<file path="config.mk">
export PLATFORM = sky130hd
export DESIGN_NAME = registers
export DESIGN_NICKNAME = d
export VERILOG_FILES = /design/src/rtl/rv32i_pkg.sv /design/src/rtl/registers.sv
export SDC_FILE = /design/constraint.sdc
export NUM_CORES = 1
export LEC_CHECK = 0
export ABC_CLOCK_PERIOD_IN_PS = 3700
export BUFFER_PORTS_ARGS = -buffer_cell sky130_fd_sc_hd__buf_2
export CORE_MARGIN = 4
export CORE_UTILIZATION = 38
export CTS_CLUSTER_DIAMETER = 200
export DETAILED_ROUTE_END_ITERATION = 7
export PLACE_DENSITY_LB_ADDON = 0.1
export SLEW_MARGIN = 20
export SYNTH_ARGS = -nofsm -noshare
export SYNTH_HDL_FRONTEND = slang
export SYNTH_SLANG_ARGS = --single-unit
</file>
<file path="constraint.sdc">
create_clock -name clk -period 3.7 [get_ports clk]
set_input_delay 0.74 -clock clk [delete_from_list [all_inputs] [get_ports clk]]
set_output_delay 0.74 -clock clk [all_outputs]
set_load 0.05 [all_outputs]
</file>
<file path="src/rtl/rv32i_pkg.sv">
//######################################################################
// RV32I base integer types shared by the core and its sub-blocks
// opcode values are ir[6:2], the low 2'b11 of every instruction is
// checked by decode and otherwise dropped
//######################################################################
package rv32i_pkg;

  typedef logic [31:0] word_t;  // data or byte address
  typedef logic [4:0] reg_idx_t;
  typedef logic [2:0] funct3_t;

  typedef enum logic [4:0] {
    OpcLoad   = 5'b00000,
    OpcOpImm  = 5'b00100,
    OpcAuipc  = 5'b00101,
    OpcStore  = 5'b01000,
    OpcOp     = 5'b01100,
    OpcLui    = 5'b01101,
    OpcBranch = 5'b11000,
    OpcJalr   = 5'b11001,
    OpcJal    = 5'b11011
  } opcode_e;

  // funct3 of OP and OP_IMM
  typedef enum funct3_t {
    AluAdd  = 3'b000,
    AluSll  = 3'b001,
    AluSlt  = 3'b010,
    AluSltu = 3'b011,
    AluXor  = 3'b100,
    AluSr   = 3'b101,  // srl or sra by bit 30
    AluOr   = 3'b110,
    AluAnd  = 3'b111
  } alu_f3_e;

  // funct3 of BRANCH
  typedef enum funct3_t {
    BrEq  = 3'b000,
    BrNe  = 3'b001,
    BrLt  = 3'b100,
    BrGe  = 3'b101,
    BrLtu = 3'b110,
    BrGeu = 3'b111
  } branch_f3_e;

  typedef struct packed {
    opcode_e  opcode;
    funct3_t  funct3;
    logic     alt;      // ir[30], sub and sra
    reg_idx_t rs1;
    reg_idx_t rs2;
    reg_idx_t rd;
    word_t    imm;      // already sign extended
    logic     illegal;
  } decoded_t;

  typedef struct packed {
    reg_idx_t rd;
    word_t    data;
    word_t    pc;
  } retire_t;

endpackage

</file>
<file path="src/rtl/registers.sv">
//######################################################################
// 32 x 32 register file, two asynchronous reads and one write port
// contents are undefined after reset, x0 always reads zero
//######################################################################
module registers (
  input  logic                clk,
  input  rv32i_pkg::reg_idx_t rs1,
  output rv32i_pkg::word_t    rs1_data,
  input  rv32i_pkg::reg_idx_t rs2,
  output rv32i_pkg::word_t    rs2_data,
  input  rv32i_pkg::reg_idx_t rd,
  input  logic                rd_write_enable,
  input  rv32i_pkg::word_t    rd_data
);

  rv32i_pkg::word_t regs [32];

  assign rs1_data = (rs1 == '0) ? '0 : regs[rs1];
  assign rs2_data = (rs2 == '0) ? '0 : regs[rs2];

  always_ff @(posedge clk) begin
    if (rd_write_enable) begin
      regs[rd] <= rd_data;
    end
  end

endmodule

</file>
======== After elaboration in Yosys (flattened, before gate mapping) ========
Memories as Yosys holds them, arrays and structs flattened.
Cells that the tools add are included.
operators by class
  mux-type cells .......................... 4
  reduce and logical (&&, ||, !) cells .... 2
operators with widths
  operator           number
  32-bit 2-to-1 mux  2
  5-bit zero test    2
  1-bit 2-to-1 mux   2
storage, ports and cells
  register bits after elaboration ......... 0
  memory bits (writable) .................. 1024
  input bits .............................. 49
  output and inout port bits .............. 64
  memories kept ........................... 1
memories
  name  depth  width  rd ports  clocked after Yosys merged registers in  wr ports  line             text
  regs  32     32     2         0                                        1         registers.sv:16  rv32i_pkg::word_t regs [32];

======== Logic depth before layout (Yosys ltp) ========
  word-level depth ........................ 2
  gate-level depth with buffers ........... 9

======== Worst setup path before layout ========
OpenSTA, ideal clock, no wires.
  kind .................................... in2out
  from .................................... input port rs1[0]
  to ...................................... output port rs1_data[10]
  arrival ................................. 3.427 ns
  required time ........................... 2.960 ns
  path slack .............................. -0.467 ns
  cell stages on the path ................. 8
  cell sequence ........................... buf_2 -> buf_2 -> inv_1 -> buf_2 -> buf_2 -> nand2_1 -> a32o_1 -> nor4_1
between the ends
  cells in the longest elaborated chain, start to end .. 2
  elaborated cells between the ends (all ways) .. 3
RTL lines
  item                                                               line             text
  from (decl)                                                        registers.sv:7   input rv32i_pkg::reg_idx_t rs1,
  memory read 32 x 32 bit / 5-bit zero test (equally long branches)  --
  32-bit 2-to-1 mux *                                                registers.sv:18  assign rs1_data = (rs1 == '0) ? '0 : regs[rs1];
  to (decl)                                                          registers.sv:8   output rv32i_pkg::word_t rs1_data,
Mark *: on every way between the ends. The rest lies on a longest branch, timed or not.

======== Worst setup path in the final report ========
  from .................................... input port rs2[0]
  to ...................................... output port rs2_data[4]
between the ends
  cells in the longest elaborated chain, start to end .. 2
  elaborated cells between the ends (all ways) .. 3
RTL lines
  item                                                               line             text
  from (decl)                                                        registers.sv:9   input rv32i_pkg::reg_idx_t rs2,
  memory read 32 x 32 bit / 5-bit zero test (equally long branches)  --
  32-bit 2-to-1 mux *                                                registers.sv:19  assign rs2_data = (rs2 == '0) ? '0 : regs[rs2];
  to (decl)                                                          registers.sv:10  output rv32i_pkg::word_t rs2_data,
Marked as above.

==> impl_metrics.env <==
export IMPL_crit_required_ps=2960
export IMPL_postSynthCellCount=2400
export IMPL_track_usage_pct=26.30
export IMPL_cts_htree_levels=3
export IMPL_crit_slowest_cell="mux4_2"
export IMPL_outcome="finished, violations left"
export IMPL_power_density_mw_per_mm2=477.9
export IMPL_synth_warnings=0
export IMPL_avgSynthCellArea_um2=19.57
export IMPL_drc=0
export IMPL_numPortBuffers=112
export IMPL_first_pass_iters=5
export IMPL_cts_max_path_buffers=3
export IMPL_antenna_found_initial=23
export IMPL_dieHeight_um=359.5
export IMPL_synth_seq_area_share_pct=65.48
export IMPL_nNetsFinal=2816
export IMPL_grt_first_pass_wirelength_um=238200
export IMPL_wl_per_cell_um=38.51
export IMPL_cts_tree="built"
export IMPL_vias=28790
export IMPL_fin_crit_ps=3724
export IMPL_arrival_ps=2980
export IMPL_synth_edf_count=1024
export IMPL_synth_nets=2449
export IMPL_finalSetupViolations=2
export IMPL_dp_hpwl_um=104300
export IMPL_rsz0062_at_grt="yes"
export IMPL_fmax_mhz=268.5
export IMPL_slew_headroom_pct=50.03
export IMPL_finalHoldViolCount=0
export IMPL_netlist_area_leader_share_pct=65.48
export IMPL_area_delta_synth_final_pct=22.32
export IMPL_grt_max_degree=48
export IMPL_worst_hold_slack_ps=515.6
export IMPL_placed_cells=4257
export IMPL_slew_violations=0
export IMPL_synth_seq_cells=1024
export IMPL_cts_root_buffer="clkbuf_16"
export IMPL_ios=113
export IMPL_initial_core_util_pct=38.43
export IMPL_core_area_mm2=0.1222
export IMPL_synthDistinctLibCells=40
export IMPL_die_area_mm2=0.1293
export IMPL_drive_gt1_share_pct=40.13
export IMPL_largest_reg_flops=1024
export IMPL_vias_per_cell=6.411
export IMPL_synthTopCellsByArea="edfxtp_1 65%, mux4_2 20%, mux2i_1 3.9%"
export IMPL_synthArstFlopShare_pct=0
export IMPL_timing_final_crit_share_pct=100.6
export IMPL_cts_inserted_buffers=111
export IMPL_drt_wl_total_um=172900
export IMPL_critPathCaptureType="primary output"
export IMPL_worst_hold_path_type="primary input to flip-flop"
export IMPL_overflow=0
export IMPL_fp_dieW_um=359.5
export IMPL_synth_top_area_cell="edfxtp_1"
export IMPL_path_class="primary input to primary output"
export IMPL_cp_max_fo=11
export IMPL_synth_area_mm2=0.04696
export IMPL_startpoint_type="primary input"
export IMPL_leakagePower_nw=18.98
export IMPL_drt_iter0_markers=3535
export IMPL_violations="setup timing"
export IMPL_grt_pass1_vias=29460
export IMPL_ir_worst_vdd_mv=0.4422
export IMPL_fin_cells=4491
export IMPL_path_cells="buf_16 > buf_6 > buf_12 > buf_4 > mux4_2 > a2111oi_1 > buf_4 > nor3_2 > buf_12"
export IMPL_clkSlewWorstSetupHoldPaths_ps=60
export IMPL_cap_viol_max_count=0
export IMPL_cts_sinks=1024
export IMPL_setup_slack_ps=-23.98
export IMPL_antenna_left=0
export IMPL_place_congestion=0.8211
export IMPL_rows=128
export IMPL_synth_flop_cell="edfxtp_1"
export IMPL_tightest_slew_ps=749.5
export IMPL_reg_largest_list="regs: 1024 flops"
export IMPL_crit_path_max_incr_delay_ps=520
export IMPL_largest_register="regs"
==> repair_timing <==
item / in CTS / in global routing
setup buffers: 15 / 4
gates resized for setup: 51 / 53
endpoints found under the setup margin: 31 / 27
pin swaps: 2 / 3
hold buffers: 0 / 0
gates cloned: 2 / 1
==> logic make-up after synthesis <==
group	Yosys count	synth area share, %
DFF	1024	65.48
muxes	632	24.86
AOI/OAI and AO/OA	331	5.409
buffers and inverters	226	2.313
and+or+nand+nor	187	1.940
==> worst max-delay path: cells and delay by family <==
| family | cells | cell delay [ps] |
|---|---|---|
| buffers and inverters | 6 | 1110 |
| muxes | 1 | 520 |
| AOI/OAI and AO/OA | 1 | 490 |
| and+or+nand+nor | 1 | 80 |
==> report_power, final <==
part / total, mW / internal [mW] / switching, mW
logic: 3.21 / 1.33 / 1.88
clock network: 11.3 / 6.71 / 4.55
registers: 13.0 / 12.9 / 0.0610
==> through the flow <==
step                power, mW  setup slack (ps)  TNS, ps  instance area [um2]  util (%)
floorplan               14.80            -56.33   -786.5                47090         -
finish                  27.45            -23.98   -27.72                57440     47.01
CTS                     27.61            -15.45   -65.31                57150     46.77
global placement        16.28            -403.6    -4191                53050     43.41
global route            28.32            -50.76   -232.3                57420     46.99
detailed placement      16.31            -436.2    -4535                53050     43.41
==> layer usage <==
layer / GRT usage (%) / share of wire (%) / routed length [um]
met5: 0 / 0.0064 / 11
met4: 7.635 / 3.1 / 5337
met3: 5.137 / 9.1 / 15700
met2: 41.41 / 46 / 80180
met1: 37.53 / 41 / 71700
==> final timing paths <==
path              startpoint                    end  slack [ps]  cells past startpoint
setup / recovery      rs2[0]            rs2_data[4]         -20                      9
hold / removal    rd_data[5]  regs[10][5]$_DFFE_PP_         520                      1
==> cell usage after synthesis, types with 8 or more instances <==
cell type  number
a2111oi_0      31
a211o_1        23
a211oi_1       47
a21oi_1        46
a221oi_1       23
a22o_1         62
a32o_1          9
and2_1         13
buf_2          58
buf_4          20
buf_6          12
clkbuf_1      104
edfxtp_1     1024
inv_1          25
mux2_1         19
mux2i_1       183
mux4_2        425
nand2_1        65
nor2_1         35
nor2b_1         8
nor3_1         32
nor4_1          9
o221ai_1       31
o22ai_1        55
==> final cells by class <==
type	count	area, um2
Antenna cell	10	25.02
Sequential cell	1024	30750
Timing Repair Buffer	455	5006
Clock inverter	64	725.7
Fill cell	10110	64760
Clock buffer	138	2943
Multi-Input combinational cell	1150	15860
Tap cell	1625	2033
Inverter	25	98.84
==> placed cells by master (no fill, tap or decap), types with 6 or more instances in the layout <==
master      Yosys  routed
and2_1         13      12
a22o_1         62      62
clkbuf_16       0     115
nand3b_1        7       7
o22ai_1        55      52
clkbuf_1      104      24
a32o_1          9       9
nor4_2          0       9
a221oi_1       23      23
a21oi_1        46      46
mux4_2        425     425
clkinv_2        0      16
a211o_1        23      23
mux2_1         19      19
nor3_1         32      12
buf_2          58      63
diode_2         0      10
clkinvlp_4      0       6
nand2_1        65      64
nor3_2          1      16
inv_1          25      24
buf_6          12      13
buf_12          0     120
bufinv_16       0      16
edfxtp_1     1024    1024
a211oi_1       47      41
a2111oi_1       0       9
o221ai_1       31      30
mux2i_1       183     183
buf_4          20     244
clkinv_1        0      23
a2111oi_2       0      13
nor2_4          0      33
(Power assumes the default switching activity.)
