$ cat src/rtl/rv32i_pkg.sv
//######################################################################
// RV32I base integer types shared by the core and its sub-blocks
// opcode values are ir[6:2], the low 2'b11 of every instruction is
// checked by decode and otherwise dropped
//######################################################################
package rv32i_pkg;

  typedef logic [31:0] word_t;  // data or byte address
  typedef logic [4:0] reg_idx_t;
  typedef logic [2:0] funct3_t;

  typedef enum logic [4:0] {
    OpcLoad   = 5'b00000,
    OpcOpImm  = 5'b00100,
    OpcAuipc  = 5'b00101,
    OpcStore  = 5'b01000,
    OpcOp     = 5'b01100,
    OpcLui    = 5'b01101,
    OpcBranch = 5'b11000,
    OpcJalr   = 5'b11001,
    OpcJal    = 5'b11011
  } opcode_e;

  // funct3 of OP and OP_IMM
  typedef enum funct3_t {
    AluAdd  = 3'b000,
    AluSll  = 3'b001,
    AluSlt  = 3'b010,
    AluSltu = 3'b011,
    AluXor  = 3'b100,
    AluSr   = 3'b101,  // srl or sra by bit 30
    AluOr   = 3'b110,
    AluAnd  = 3'b111
  } alu_f3_e;

  // funct3 of BRANCH
  typedef enum funct3_t {
    BrEq  = 3'b000,
    BrNe  = 3'b001,
    BrLt  = 3'b100,
    BrGe  = 3'b101,
    BrLtu = 3'b110,
    BrGeu = 3'b111
  } branch_f3_e;

  typedef struct packed {
    opcode_e  opcode;
    funct3_t  funct3;
    logic     alt;      // ir[30], sub and sra
    reg_idx_t rs1;
    reg_idx_t rs2;
    reg_idx_t rd;
    word_t    imm;      // already sign extended
    logic     illegal;
  } decoded_t;

  typedef struct packed {
    reg_idx_t rd;
    word_t    data;
    word_t    pc;
  } retire_t;

endpackage

$ cat src/rtl/ramio_pkg.sv
//######################################################################
// memory port types between core and ramio
// read type: 0 no read, bit 2 sign extend, low bits 01 byte 10 half 11 word
// the load port carries a word address, not a byte address
//######################################################################
package ramio_pkg;

  typedef logic [2:0] read_type_t;
  typedef logic [1:0] write_type_t;

  localparam read_type_t ReadNone = 3'b000;
  localparam read_type_t ReadWord = 3'b111;

  localparam write_type_t WriteNone = 2'b00;
  localparam write_type_t WriteByte = 2'b01;
  localparam write_type_t WriteHalf = 2'b10;
  localparam write_type_t WriteWord = 2'b11;

  typedef struct packed {
    logic             enable;
    read_type_t       read_type;
    write_type_t      write_type;
    rv32i_pkg::word_t address;  // byte address
    rv32i_pkg::word_t data_in;  // unshifted, lane chosen by ramio
  } ram_req_t;

  typedef struct packed {
    rv32i_pkg::word_t address;  // word index
    rv32i_pkg::word_t data;
  } load_t;

endpackage

$ cat src/rtl/decode.sv
//######################################################################
// instruction field split and immediate selection, purely combinational
// FENCE, SYSTEM and any funct3 the core cannot run are flagged illegal
//######################################################################
module decode (
  input  rv32i_pkg::word_t    ir,
  output rv32i_pkg::decoded_t dec
);

  rv32i_pkg::opcode_e opcode;
  rv32i_pkg::funct3_t funct3;
  logic known;  // opcode and funct3 pair supported

  assign opcode = rv32i_pkg::opcode_e'(ir[6:2]);
  assign funct3 = ir[14:12];

  always_comb begin
    known = 1'b1;
    dec.imm = '0;
    case (opcode)
      rv32i_pkg::OpcLui, rv32i_pkg::OpcAuipc: begin
        dec.imm = {ir[31:12], 12'b0};  // U
      end
      rv32i_pkg::OpcJal: begin
        dec.imm = {{12{ir[31]}}, ir[19:12], ir[20], ir[30:21], 1'b0};  // J
      end
      rv32i_pkg::OpcJalr: begin
        dec.imm = {{21{ir[31]}}, ir[30:20]};
        known = funct3 == 3'b000;
      end
      rv32i_pkg::OpcBranch: begin
        dec.imm = {{20{ir[31]}}, ir[7], ir[30:25], ir[11:8], 1'b0};  // B
        known = funct3[2:1] != 2'b01;  // 010 and 011 unused
      end
      rv32i_pkg::OpcLoad: begin
        dec.imm = {{21{ir[31]}}, ir[30:20]};
        known = funct3[1:0] != 2'b11 && funct3[2:1] != 2'b11;  // lb lh lw lbu lhu
      end
      rv32i_pkg::OpcStore: begin
        dec.imm = {{21{ir[31]}}, ir[30:25], ir[11:7]};  // S
        known = funct3 < 3'd3;
      end
      rv32i_pkg::OpcOpImm: begin
        dec.imm = {{21{ir[31]}}, ir[30:20]};  // shamt sits in imm[4:0]
      end
      rv32i_pkg::OpcOp: begin
        known = 1'b1;  // register operands only
      end
      default: known = 1'b0;
    endcase
    dec.opcode = opcode;
    dec.funct3 = funct3;
    dec.alt = ir[30];
    dec.rs1 = ir[19:15];
    dec.rs2 = ir[24:20];
    dec.rd = ir[11:7];
    dec.illegal = !known || ir[1:0] != 2'b11;
  end

endmodule

$ cat src/rtl/execute.sv
//######################################################################
// ALU, branch compare and next pc for the instruction held in ir
// jalr clears bit 0 of its target, misaligned targets are not trapped
//######################################################################
module execute (
  input  rv32i_pkg::decoded_t dec,
  input  rv32i_pkg::word_t    pc,
  input  rv32i_pkg::word_t    rs1_data,
  input  rv32i_pkg::word_t    rs2_data,
  output rv32i_pkg::word_t    alu_result,
  output rv32i_pkg::word_t    link,
  output logic                branch_taken,
  output rv32i_pkg::word_t    next_pc,
  output rv32i_pkg::word_t    mem_address
);

  rv32i_pkg::word_t operand_b;
  rv32i_pkg::word_t alu_out;
  rv32i_pkg::word_t target;  // pc relative jump or branch
  logic [4:0] shamt;
  logic equal;
  logic signed_lt;
  logic unsigned_lt;
  logic condition;

  // branches compare rs1 with rs2 through the same path as slt
  assign operand_b = (dec.opcode == rv32i_pkg::OpcOp || dec.opcode == rv32i_pkg::OpcBranch)
                     ? rs2_data : dec.imm;
  assign shamt = operand_b[4:0];
  assign equal = rs1_data == operand_b;
  assign signed_lt = $signed(rs1_data) < $signed(operand_b);
  assign unsigned_lt = rs1_data < operand_b;

  assign target = pc + dec.imm;
  assign link = pc + 32'd4;
  assign mem_address = rs1_data + dec.imm;  // also the jalr target

  always_comb begin
    case (rv32i_pkg::alu_f3_e'(dec.funct3))
      rv32i_pkg::AluAdd: begin
        if (dec.opcode == rv32i_pkg::OpcOp && dec.alt) begin
          alu_out = rs1_data - operand_b;
        end else begin
          alu_out = rs1_data + operand_b;
        end
      end
      rv32i_pkg::AluSll:  alu_out = rs1_data << shamt;
      rv32i_pkg::AluSlt:  alu_out = {31'b0, signed_lt};
      rv32i_pkg::AluSltu: alu_out = {31'b0, unsigned_lt};
      rv32i_pkg::AluXor:  alu_out = rs1_data ^ operand_b;
      rv32i_pkg::AluSr: begin
        if (dec.alt) begin
          alu_out = $signed(rs1_data) >>> shamt;
        end else begin
          alu_out = rs1_data >> shamt;
        end
      end
      rv32i_pkg::AluOr:   alu_out = rs1_data | operand_b;
      default:            alu_out = rs1_data & operand_b;
    endcase
  end

  always_comb begin
    case (rv32i_pkg::branch_f3_e'(dec.funct3))
      rv32i_pkg::BrEq:  condition = equal;
      rv32i_pkg::BrNe:  condition = !equal;
      rv32i_pkg::BrLt:  condition = signed_lt;
      rv32i_pkg::BrGe:  condition = !signed_lt;
      rv32i_pkg::BrLtu: condition = unsigned_lt;
      rv32i_pkg::BrGeu: condition = !unsigned_lt;
      default:          condition = 1'b0;
    endcase
  end

  assign branch_taken = dec.opcode == rv32i_pkg::OpcBranch && condition;

  always_comb begin
    case (dec.opcode)
      rv32i_pkg::OpcLui:   alu_result = dec.imm;
      rv32i_pkg::OpcAuipc: alu_result = target;
      default:             alu_result = alu_out;
    endcase
  end

  always_comb begin
    if (dec.opcode == rv32i_pkg::OpcJal || branch_taken) begin
      next_pc = target;
    end else if (dec.opcode == rv32i_pkg::OpcJalr) begin
      next_pc = {mem_address[31:1], 1'b0};
    end else begin
      next_pc = link;
    end
  end

endmodule

$ cat src/rtl/writeback.sv
//######################################################################
// register write value: load data, link or ALU result
// load_word is the raw aligned RAM word, address_low picks the lane
//######################################################################
module writeback (
  input  rv32i_pkg::decoded_t dec,
  input  rv32i_pkg::word_t    alu_result,
  input  rv32i_pkg::word_t    link,
  input  rv32i_pkg::word_t    load_word,
  input  logic [1:0]          address_low,
  output rv32i_pkg::word_t    rd_data
);

  rv32i_pkg::word_t shifted;
  rv32i_pkg::word_t load_value;
  logic sign;

  assign shifted = load_word >> {address_low, 3'b000};

  always_comb begin
    case (dec.funct3[1:0])
      2'b00: begin
        sign = shifted[7] & ~dec.funct3[2];  // lbu zero extends
        load_value = {{24{sign}}, shifted[7:0]};
      end
      2'b01: begin
        sign = shifted[15] & ~dec.funct3[2];
        load_value = {{16{sign}}, shifted[15:0]};
      end
      default: begin
        sign = 1'b0;
        load_value = shifted;
      end
    endcase
  end

  always_comb begin
    case (dec.opcode)
      rv32i_pkg::OpcLoad:                    rd_data = load_value;
      rv32i_pkg::OpcJal, rv32i_pkg::OpcJalr: rd_data = link;
      default:                               rd_data = alu_result;
    endcase
  end

endmodule

$ cat src/rtl/core.sv
//######################################################################
// multi-cycle RV32I controller, one instruction in flight
// every memory request is a one-cycle pulse on ram_req.enable
// an illegal instruction sets fault and halts the core until reset
//######################################################################
module core (
  input  logic                clk,
  input  logic                rst_n,
  input  logic                start,
  output ramio_pkg::ram_req_t ram_req,
  input  rv32i_pkg::word_t    ram_data_out,
  input  logic                ram_data_ready,
  input  logic                ram_busy,
  output rv32i_pkg::reg_idx_t rs1,
  output rv32i_pkg::reg_idx_t rs2,
  input  rv32i_pkg::word_t    rs1_data,
  input  rv32i_pkg::word_t    rs2_data,
  output logic                rd_write_enable,
  output rv32i_pkg::reg_idx_t rd,
  output rv32i_pkg::word_t    rd_data,
  output logic                retire_valid,
  output rv32i_pkg::retire_t  retire,
  output logic                fault
);

  typedef enum logic [2:0] {
    Idle,
    Fetch,
    Execute,
    Store,
    Load,
    Halt
  } state_e;

  state_e state;
  rv32i_pkg::word_t pc;  // pc of the instruction in ir
  rv32i_pkg::word_t ir;
  rv32i_pkg::decoded_t dec;
  rv32i_pkg::word_t alu_result;
  rv32i_pkg::word_t link;
  rv32i_pkg::word_t next_pc;
  rv32i_pkg::word_t mem_address;
  logic writes_rd;

  function automatic ramio_pkg::ram_req_t fetch_req(rv32i_pkg::word_t address);
    fetch_req = '{
      enable: 1'b1,
      read_type: ramio_pkg::ReadWord,
      write_type: ramio_pkg::WriteNone,
      address: address,
      data_in: '0
    };
  endfunction

  decode decode_i (
    .ir,
    .dec
  );

  execute execute_i (
    .dec,
    .pc,
    .rs1_data,
    .rs2_data,
    .alu_result,
    .link,
    .branch_taken(),  // already folded into next_pc
    .next_pc,
    .mem_address
  );

  writeback writeback_i (
    .dec,
    .alu_result,
    .link,
    .load_word(ram_data_out),
    .address_low(ram_req.address[1:0]),  // address is held after the pulse
    .rd_data
  );

  assign rs1 = dec.rs1;
  assign rs2 = dec.rs2;
  assign rd = dec.rd;

  always_comb begin
    case (dec.opcode)
      rv32i_pkg::OpcLui, rv32i_pkg::OpcAuipc, rv32i_pkg::OpcJal,
      rv32i_pkg::OpcJalr, rv32i_pkg::OpcOpImm, rv32i_pkg::OpcOp: begin
        writes_rd = state == Execute && !dec.illegal;
      end
      rv32i_pkg::OpcLoad: writes_rd = state == Load && ram_data_ready;
      default:            writes_rd = 1'b0;
    endcase
  end

  assign rd_write_enable = writes_rd && rd != '0;
  assign retire_valid = rd_write_enable;
  assign retire = '{rd: rd, data: rd_data, pc: pc};

  always_ff @(posedge clk) begin
    if (state == Fetch && ram_data_ready) begin
      ir <= ram_data_out;
    end
  end

  always_ff @(posedge clk or negedge rst_n) begin
    if (!rst_n) begin
      state <= Idle;
      pc <= '0;
      ram_req <= '0;
      fault <= 1'b0;
    end else begin
      unique case (state)
        Idle: begin
          if (start) begin
            ram_req <= fetch_req(pc);  // pc is 0 out of reset
            state <= Fetch;
          end
        end
        Fetch: begin
          ram_req.enable <= 1'b0;
          if (ram_data_ready) begin
            state <= Execute;
          end
        end
        Execute: begin
          if (dec.illegal) begin
            fault <= 1'b1;  // sticky until reset
            state <= Halt;
          end else if (dec.opcode == rv32i_pkg::OpcStore) begin
            ram_req <= '{
              enable: 1'b1,
              read_type: ramio_pkg::ReadNone,
              write_type: ramio_pkg::write_type_t'(dec.funct3[1:0] + 2'd1),
              address: mem_address,
              data_in: rs2_data
            };
            state <= Store;
          end else if (dec.opcode == rv32i_pkg::OpcLoad) begin
            ram_req <= '{
              enable: 1'b1,
              read_type: ramio_pkg::read_type_t'({~dec.funct3[2], dec.funct3[1:0] + 2'd1}),
              write_type: ramio_pkg::WriteNone,
              address: mem_address,
              data_in: '0
            };
            state <= Load;
          end else begin
            pc <= next_pc;
            ram_req <= fetch_req(next_pc);
            state <= Fetch;
          end
        end
        Store: begin
          ram_req.enable <= 1'b0;
          // busy means the write landed, it is low again when the fetch is seen
          if (!ram_req.enable && ram_busy) begin
            pc <= next_pc;
            ram_req <= fetch_req(next_pc);
            state <= Fetch;
          end
        end
        Load: begin
          ram_req.enable <= 1'b0;
          if (ram_data_ready) begin  // rd written this cycle
            pc <= next_pc;
            ram_req <= fetch_req(next_pc);
            state <= Fetch;
          end
        end
        Halt: begin
          ram_req.enable <= 1'b0;
        end
        default: begin
          fault <= 1'b1;
          state <= Halt;
        end
      endcase
    end
  end

endmodule

$ cat config.mk
export PLATFORM = sky130hd
export DESIGN_NAME = core
export DESIGN_NICKNAME = d
export VERILOG_FILES = /design/src/rtl/rv32i_pkg.sv /design/src/rtl/ramio_pkg.sv /design/src/rtl/decode.sv /design/src/rtl/execute.sv /design/src/rtl/writeback.sv /design/src/rtl/core.sv
export SDC_FILE = /design/constraint.sdc
export NUM_CORES = 1
export LEC_CHECK = 0
export ABC_CLOCK_PERIOD_IN_PS = 8400
export BUFFER_PORTS_ARGS = -buffer_cell sky130_fd_sc_hd__buf_2
export CORE_MARGIN = 5
export CORE_UTILIZATION = 45
export CTS_CLUSTER_DIAMETER = 150
export DETAILED_ROUTE_END_ITERATION = 16
export PLACE_DENSITY = 0.64
export SETUP_SLACK_MARGIN = 0.05
export SYNTH_ARGS = -nofsm -noshare
export SYNTH_HDL_FRONTEND = slang
export SYNTH_HIERARCHICAL = 1
export SYNTH_SLANG_ARGS = --single-unit
export TNS_END_PERCENT = 100
$ cat constraint.sdc
create_clock -name clk -period 8.4 [get_ports clk]
set_input_delay 0.84 -clock clk [delete_from_list [all_inputs] [get_ports clk]]
set_output_delay 0.84 -clock clk [all_outputs]
set_load 0.05 [all_outputs]
Word level (Yosys, flattened, before mapping)
Index checks and enable logic that the tools add are counted.
{"block": "word_totals", "input_bits": 101, "output_inout_bits": 189, "register_bits": 138}
{"block": "op_classes", "shift": 4, "reduce_logical": 37, "n_lt_le_gt_ge": 3, "eq_ne": 34, "mux": 37, "add_sub_neg": 6, "bitwise_logic": 8}
{"operator": "2-to-1 mux 32 bit", "count": 10}
{"operator": "2-to-1 mux 70 bit", "count": 4}
{"operator": "one-hot mux 69 bit (4 select lines)", "count": 1}
{"operator": "one-hot mux 32 bit (7 select lines)", "count": 1}
{"operator": "one-hot mux 32 bit (2 select lines)", "count": 3}
{"operator": "one-hot mux 32 bit (5 select lines)", "count": 1}
{"operator": "2-to-1 mux 69 bit", "count": 2}
{"operator": "adder 32 bit", "count": 3}
{"operator": "one-hot mux 32 bit (3 select lines)", "count": 1}
{"operator": "< comparator 32 bit", "count": 2}
{"operator": "right shift 32 x 5 -> 32 bit", "count": 2}
{"operator": "adder 32 x 3 -> 32 bit, second input constant", "count": 1}
{"operator": "AND 32 bit", "count": 1}
{"operator": "equality test 32 bit", "count": 1}
{"operator": "OR 32 bit", "count": 1}
{"operator": "left shift 32 x 5 -> 32 bit", "count": 1}
{"operator": ">>> shifter 32 x 5 -> 32 bit", "count": 1}
{"operator": "subtractor 32 bit", "count": 1}
{"operator": "bitwise XOR 32 bit", "count": 1}
{"operator": "!= test 2 bit, second input constant", "count": 11}
{"operator": "2-to-1 mux 3 bit", "count": 7}
{"operator": "equality test 3 bit, second input constant", "count": 6}
{"operator": "one-hot mux 3 bit (6 select lines)", "count": 1}
{"operator": "equality test 5 x 4 -> 1 bit, second input constant", "count": 3}
{"operator": "other kinds (31)", "count": 63}

Logic depth before layout (Yosys ltp)
{"block": "logic_depth", "depth_word": 14, "mapped_depth": 28}

Modules after synthesis
The synthesis kept the hierarchy.
{"mod": "execute", "area_each_um2": 14013.4, "cells_per_inst": 2144, "instances": 1}
{"mod": "core", "area_each_um2": 6700.2, "cells_per_inst": 581, "instances": 1}
{"mod": "writeback", "area_each_um2": 1134.8, "cells_per_inst": 171, "instances": 1}
{"mod": "decode", "area_each_um2": 708.2, "cells_per_inst": 117, "instances": 1}

Worst setup path before layout
No wires, ideal clock.
{"block": "synth_path", "path_kind": "flip-flop to output port", "startpoint": "reg ir[4]", "endpoint": "out retire[63] in the netlist's numbering", "arrival_time_ps": 6858, "path_stages_with_launch": 26, "path_slack_ps": 702, "required_time_ps": 7560, "cell_sequence": "edfxtp_1 clkbuf_1 nand2b_1 nor3_1 a22o_1 o21ai_0 and2_1 buf_2 inv_2 buf_1 clkbuf_1 ha_1 a211oi_1 o21ai_0 o211a_1 a221oi_1 o21ai_1 a211oi_1 o211ai_1 o41ai_1 mux2i_1 a211oi_1 a2111o_1 a32oi_1 nand3_1 buf_4"}
{"element": "start: declaration", "line": "core.sv:37", "rtl": "rv32i_pkg::word_t ir;"}
{"element": "start signal: assignment", "line": "core.sv:102", "rtl": "ir <= ram_data_out;"}
{"element": "end: declaration", "line": "core.sv:22", "rtl": "output rv32i_pkg::retire_t retire,"}

Final worst setup path
{"block": "layout_path", "startpoint": "reg ir[5]", "endpoint": "out rd_data[0]"}
{"block": "layout_via", "elab_chain_cells": 9, "elab_cells_between_ends": 32}
{"element": "equality test 5 bit, or another cell as far along", "line": "decode.sv:20", "rtl": "case (opcode)"}
{"element": "OR reduction 3 bit (no source line) or OR reduction 2 bit (tied branches)"}
{"element": "one-hot mux 32 bit (5 select lines)", "line": "decode.sv:20"}
{"element": "2-to-1 mux 32 bit", "line": "execute.sv:28", "rtl": "? rs2_data : dec.imm;"}
{"element": "adder 32 bit, or another cell as far along", "line": "execute.sv:44", "rtl": "alu_out = rs1_data + operand_b;"}
{"element": "2-to-1 mux 32 bit, on equally long branches", "line": "execute.sv:41, execute.sv:52"}
{"element": "one-hot mux 32 bit (7 select lines)", "line": "execute.sv:39", "rtl": "case (rv32i_pkg::alu_f3_e'(dec.funct3))"}
{"element": "one-hot mux 32 bit (2 select lines) *", "line": "execute.sv:78", "rtl": "case (dec.opcode)"}
{"element": "named net alu_result[0]", "line": "core.sv:39", "rtl": "rv32i_pkg::word_t alu_result;"}
{"element": "one-hot mux 32 bit (2 select lines) *", "line": "writeback.sv:38", "rtl": "case (dec.opcode)"}
{"element": "end: declaration", "line": "core.sv:20", "rtl": "output rv32i_pkg::word_t rd_data,"}
Mark *: on every way through the listed nets, which the timed path passes. The rest lies on a longest branch.

==> metrics.log <==
[metrics] DRC violations left: 0
[metrics] number of iterations in the first detailed-routing pass: 6
[metrics] Post-Place Worst Slack: 0.939 ns
[metrics] Chip Height: between 200 and 250 um
[metrics] Final Hold Fails: 0
[metrics] per-cell routed wire length: 29.6 um
[metrics] launch point of the worst reg-to-reg path: ir[5]
[metrics] Sum Neg Setup Slack: 0 ns
[metrics] TritonCTS clock tree: built
[metrics] detailed-route via count: 25700
[metrics] top-level I/O count: 290
[metrics] slew at the pin closest to its max-slew limit: ~1.4 ns
[metrics] Int Pwr: about 1.3 mW
[metrics] total power: 1.95 mW
[metrics] worst-case reg-to-reg path depth: 20
[metrics] antenna violations before repair: 2
[metrics] outcome: finished clean
[metrics] source-to-sink clock delay at the later pin of the worst-skew pair: 0.50 ns
[metrics] Die Span X: 234 um
[metrics] largest net degree at the start of global routing: 74
[metrics] reg-to-reg endpoint: ram_req[55]
[metrics] cell area after technology mapping: 22600 um^2
[metrics] via count of the first global-routing pass: around 24000
[metrics] Final Critical Period: 7.98 ns
[metrics] detailed-route vias per instance: 6.75
[metrics] max_slew headroom: under 10%
[metrics] area of the die: about 55000 um^2
[metrics] count of maximum capacitance violations: 0
[metrics] placeable core region: 49900 um^2
[metrics] overflow left after global routing: 0
[metrics] Synth-to-Final Area Change: 9.56%
[metrics] switching power of the nets: 657 uW
[metrics] register share of total power: 35.2%
[metrics] Final GP Congestion: 1.01
[metrics] switching share of total power: 33.8%
[metrics] initial core utilization: 45.2%
[metrics] clock-pin slew on the worst setup and hold paths: 0.08 ns
[metrics] timing-limited maximum frequency: 125 MHz
[metrics] gate count of the mapped netlist: 3012
[metrics] end of the critical path: rd_data[0]
[metrics] Crit Path Class: reg2out
[metrics] Leak: 11.3 nW
[metrics] worst reg2reg setup slack: approximately 0.8 ns
[metrics] Avg Cell Area, Syn: 7.49 um^2
[metrics] clock sink count: 138
[metrics] crit path setup slack, layout: 0.421 ns
[metrics] data arrival time of the worst path: just over 7 ns
[metrics] number of warning messages in the yosys log: 6
[metrics] Cell Area, Placed: 24100 um^2
[metrics] number of failing setup endpoints in the final timing report: 0
[metrics] HPWL after detailed placement: 89500 um
[metrics] IO buf count: slightly below 300
[metrics] wire length of the first global-routing pass: 160000 um
[metrics] H-tree levels: 4
[metrics] unrepaired setup endpoints after global routing: no
[metrics] CP Launch Point: ir[5]
[metrics] Syn Nets: between 3000 and 4000
[metrics] final wirelength: 113000 um
[metrics] Max FO, Critical Path: 20
[metrics] CTS Root Cell: sky130_fd_sc_hd__clkbuf_16
[metrics] Required @ worst endpoint: ~7.6 ns
[metrics] cell area power density: around 80 nW/um^2
[metrics] class of the tightest hold or removal check: in2async
[metrics] global routing usage summed across all routing layers: 39.4%
[metrics] final worst clock skew: about 0.026 ns
[metrics] final worst path period share: between 90% and 100%
[metrics] # rows: 82
[metrics] IR drop worst, VDD: between 0.0001 and 0.00015 V
[metrics] CP startpoint kind: flip-flop
[metrics] proportion of layout cells with a drive suffix above 1: between 15 and 20%
[metrics] antenna violation net count after detailed routing: 0
[metrics] number of max-slew violations in the final report: 0
[metrics] Final Cell Area: 24700 um^2
[metrics] crit path capture type: primary output
[metrics] CTS buffer count: 17
[metrics] Clk pwr share: 42.6%
[metrics] Nets: 3378
[metrics] Detailed Route Iter0 Violations: 3207
[metrics] number of buffers on the longest clock path: 2
[metrics] share of power burned in combinational logic: 22.1%
## registers in the layout, indices dropped and copies added (netlist names)
signal,count
pc,32
ir,32
state,3
ram_req,70
fault,1
## metrics by stage
| stage | utilization (%) | hold WS (ns) | std cells |
|---|---|---|---|
| after floorplan | - | 0.544 | 3012 |
| after global placement | 48.3 | 0.472 | 3773 |
| after detailed placement | 48.3 | 0.464 | 3773 |
| after CTS | 49.5 | 0.318 | 3805 |
| after global routing | 49.5 | 0.370 | 3806 |
| final | 49.6 | 0.336 | 3809 |
## cells in the final DEF (no fill, tap or decap), types with 32 or more instances in the layout
cell and count:
sky130_fd_sc_hd__buf_2 288, sky130_fd_sc_hd__a21oi_1 283, sky130_fd_sc_hd__nand2_1 259, sky130_fd_sc_hd__nor2_1 218, sky130_fd_sc_hd__o21ai_0 193, sky130_fd_sc_hd__inv_1 157
sky130_fd_sc_hd__ha_1 153, sky130_fd_sc_hd__mux2i_1 144, sky130_fd_sc_hd__dfrtp_1 106, sky130_fd_sc_hd__nand3_1 104, sky130_fd_sc_hd__nor3_1 92, sky130_fd_sc_hd__xnor2_1 87
sky130_fd_sc_hd__buf_4 76, sky130_fd_sc_hd__mux2_2 74, sky130_fd_sc_hd__a211oi_1 71, sky130_fd_sc_hd__mux2_1 65, sky130_fd_sc_hd__a21o_1 56, sky130_fd_sc_hd__a31oi_1 53
sky130_fd_sc_hd__o211ai_1 47, sky130_fd_sc_hd__a221oi_1 44, sky130_fd_sc_hd__xor2_1 32, sky130_fd_sc_hd__edfxtp_1 32
## cell type report
type | count | area (um^2)
inverter | 162 | 608
fill | 5092 | 25200
multi-input combinational | 2438 | 17000
sequential | 138 | 3610
clock inverter | 14 | 185
timing repair buffer | 364 | 2010
tap | 672 | 841
clock buffer | 18 | 429
antenna | 3 | 7.51
## power groups by stage
stage	clock network (mW)	logic (mW)	registers, mW
after floorplan	0	0.234	0.699
after global placement	0	0.413	0.699
after detailed placement	0	0.412	0.699
after CTS	0.848	0.414	0.686
after global routing	0.867	0.451	0.685
final	0.829	0.431	0.686
## per-layer routing
layer	part of all wire (%)	wire length [um]	vias up	track usage [%]
li1	-	-	11300	-
met1	40	45200	12400	51.3
met2	44	49600	1680	61.0
met3	11	12000	310	10.8
met4	5.2	5910	0	17.7
met5	0	0	-	0
## critical path: stages (launching register included)
cell and delay [ns]:
sky130_fd_sc_hd__edfxtp_1 0.68, sky130_fd_sc_hd__or3b_1 0.58, sky130_fd_sc_hd__nor2_2 0.46, sky130_fd_sc_hd__buf_4 0.43, sky130_fd_sc_hd__mux2_2 0.40, sky130_fd_sc_hd__inv_1 0.09, sky130_fd_sc_hd__ha_1 0.35, sky130_fd_sc_hd__or4_1 0.55
sky130_fd_sc_hd__or3_1 0.40, sky130_fd_sc_hd__inv_1 0.08, sky130_fd_sc_hd__o211ai_1 0.10, sky130_fd_sc_hd__a311o_1 0.34, sky130_fd_sc_hd__a221oi_1 0.54, sky130_fd_sc_hd__a211oi_2 0.21, sky130_fd_sc_hd__xnor2_1 0.23, sky130_fd_sc_hd__nand3_1 0.10
sky130_fd_sc_hd__a31oi_1 0.52, sky130_fd_sc_hd__a221o_1 0.29, sky130_fd_sc_hd__buf_2 0.28
## worst min-delay path by stage
stage	slack [ns]	end
after global routing	0.37	pc[12]
after detailed placement	0.46	fault
final	0.34	pc[12]
after floorplan	0.54	fault
after global placement	0.47	ram_req[37]
after CTS	0.32	pc[12]
## what timing repair did
item                       4_1_cts  5_1_grt
gates resized for setup          0        2
setup endpoints to repair        0       12
hold buffers                     0        0
setup buffers                    0        1
(Power assumes the default switching activity.)
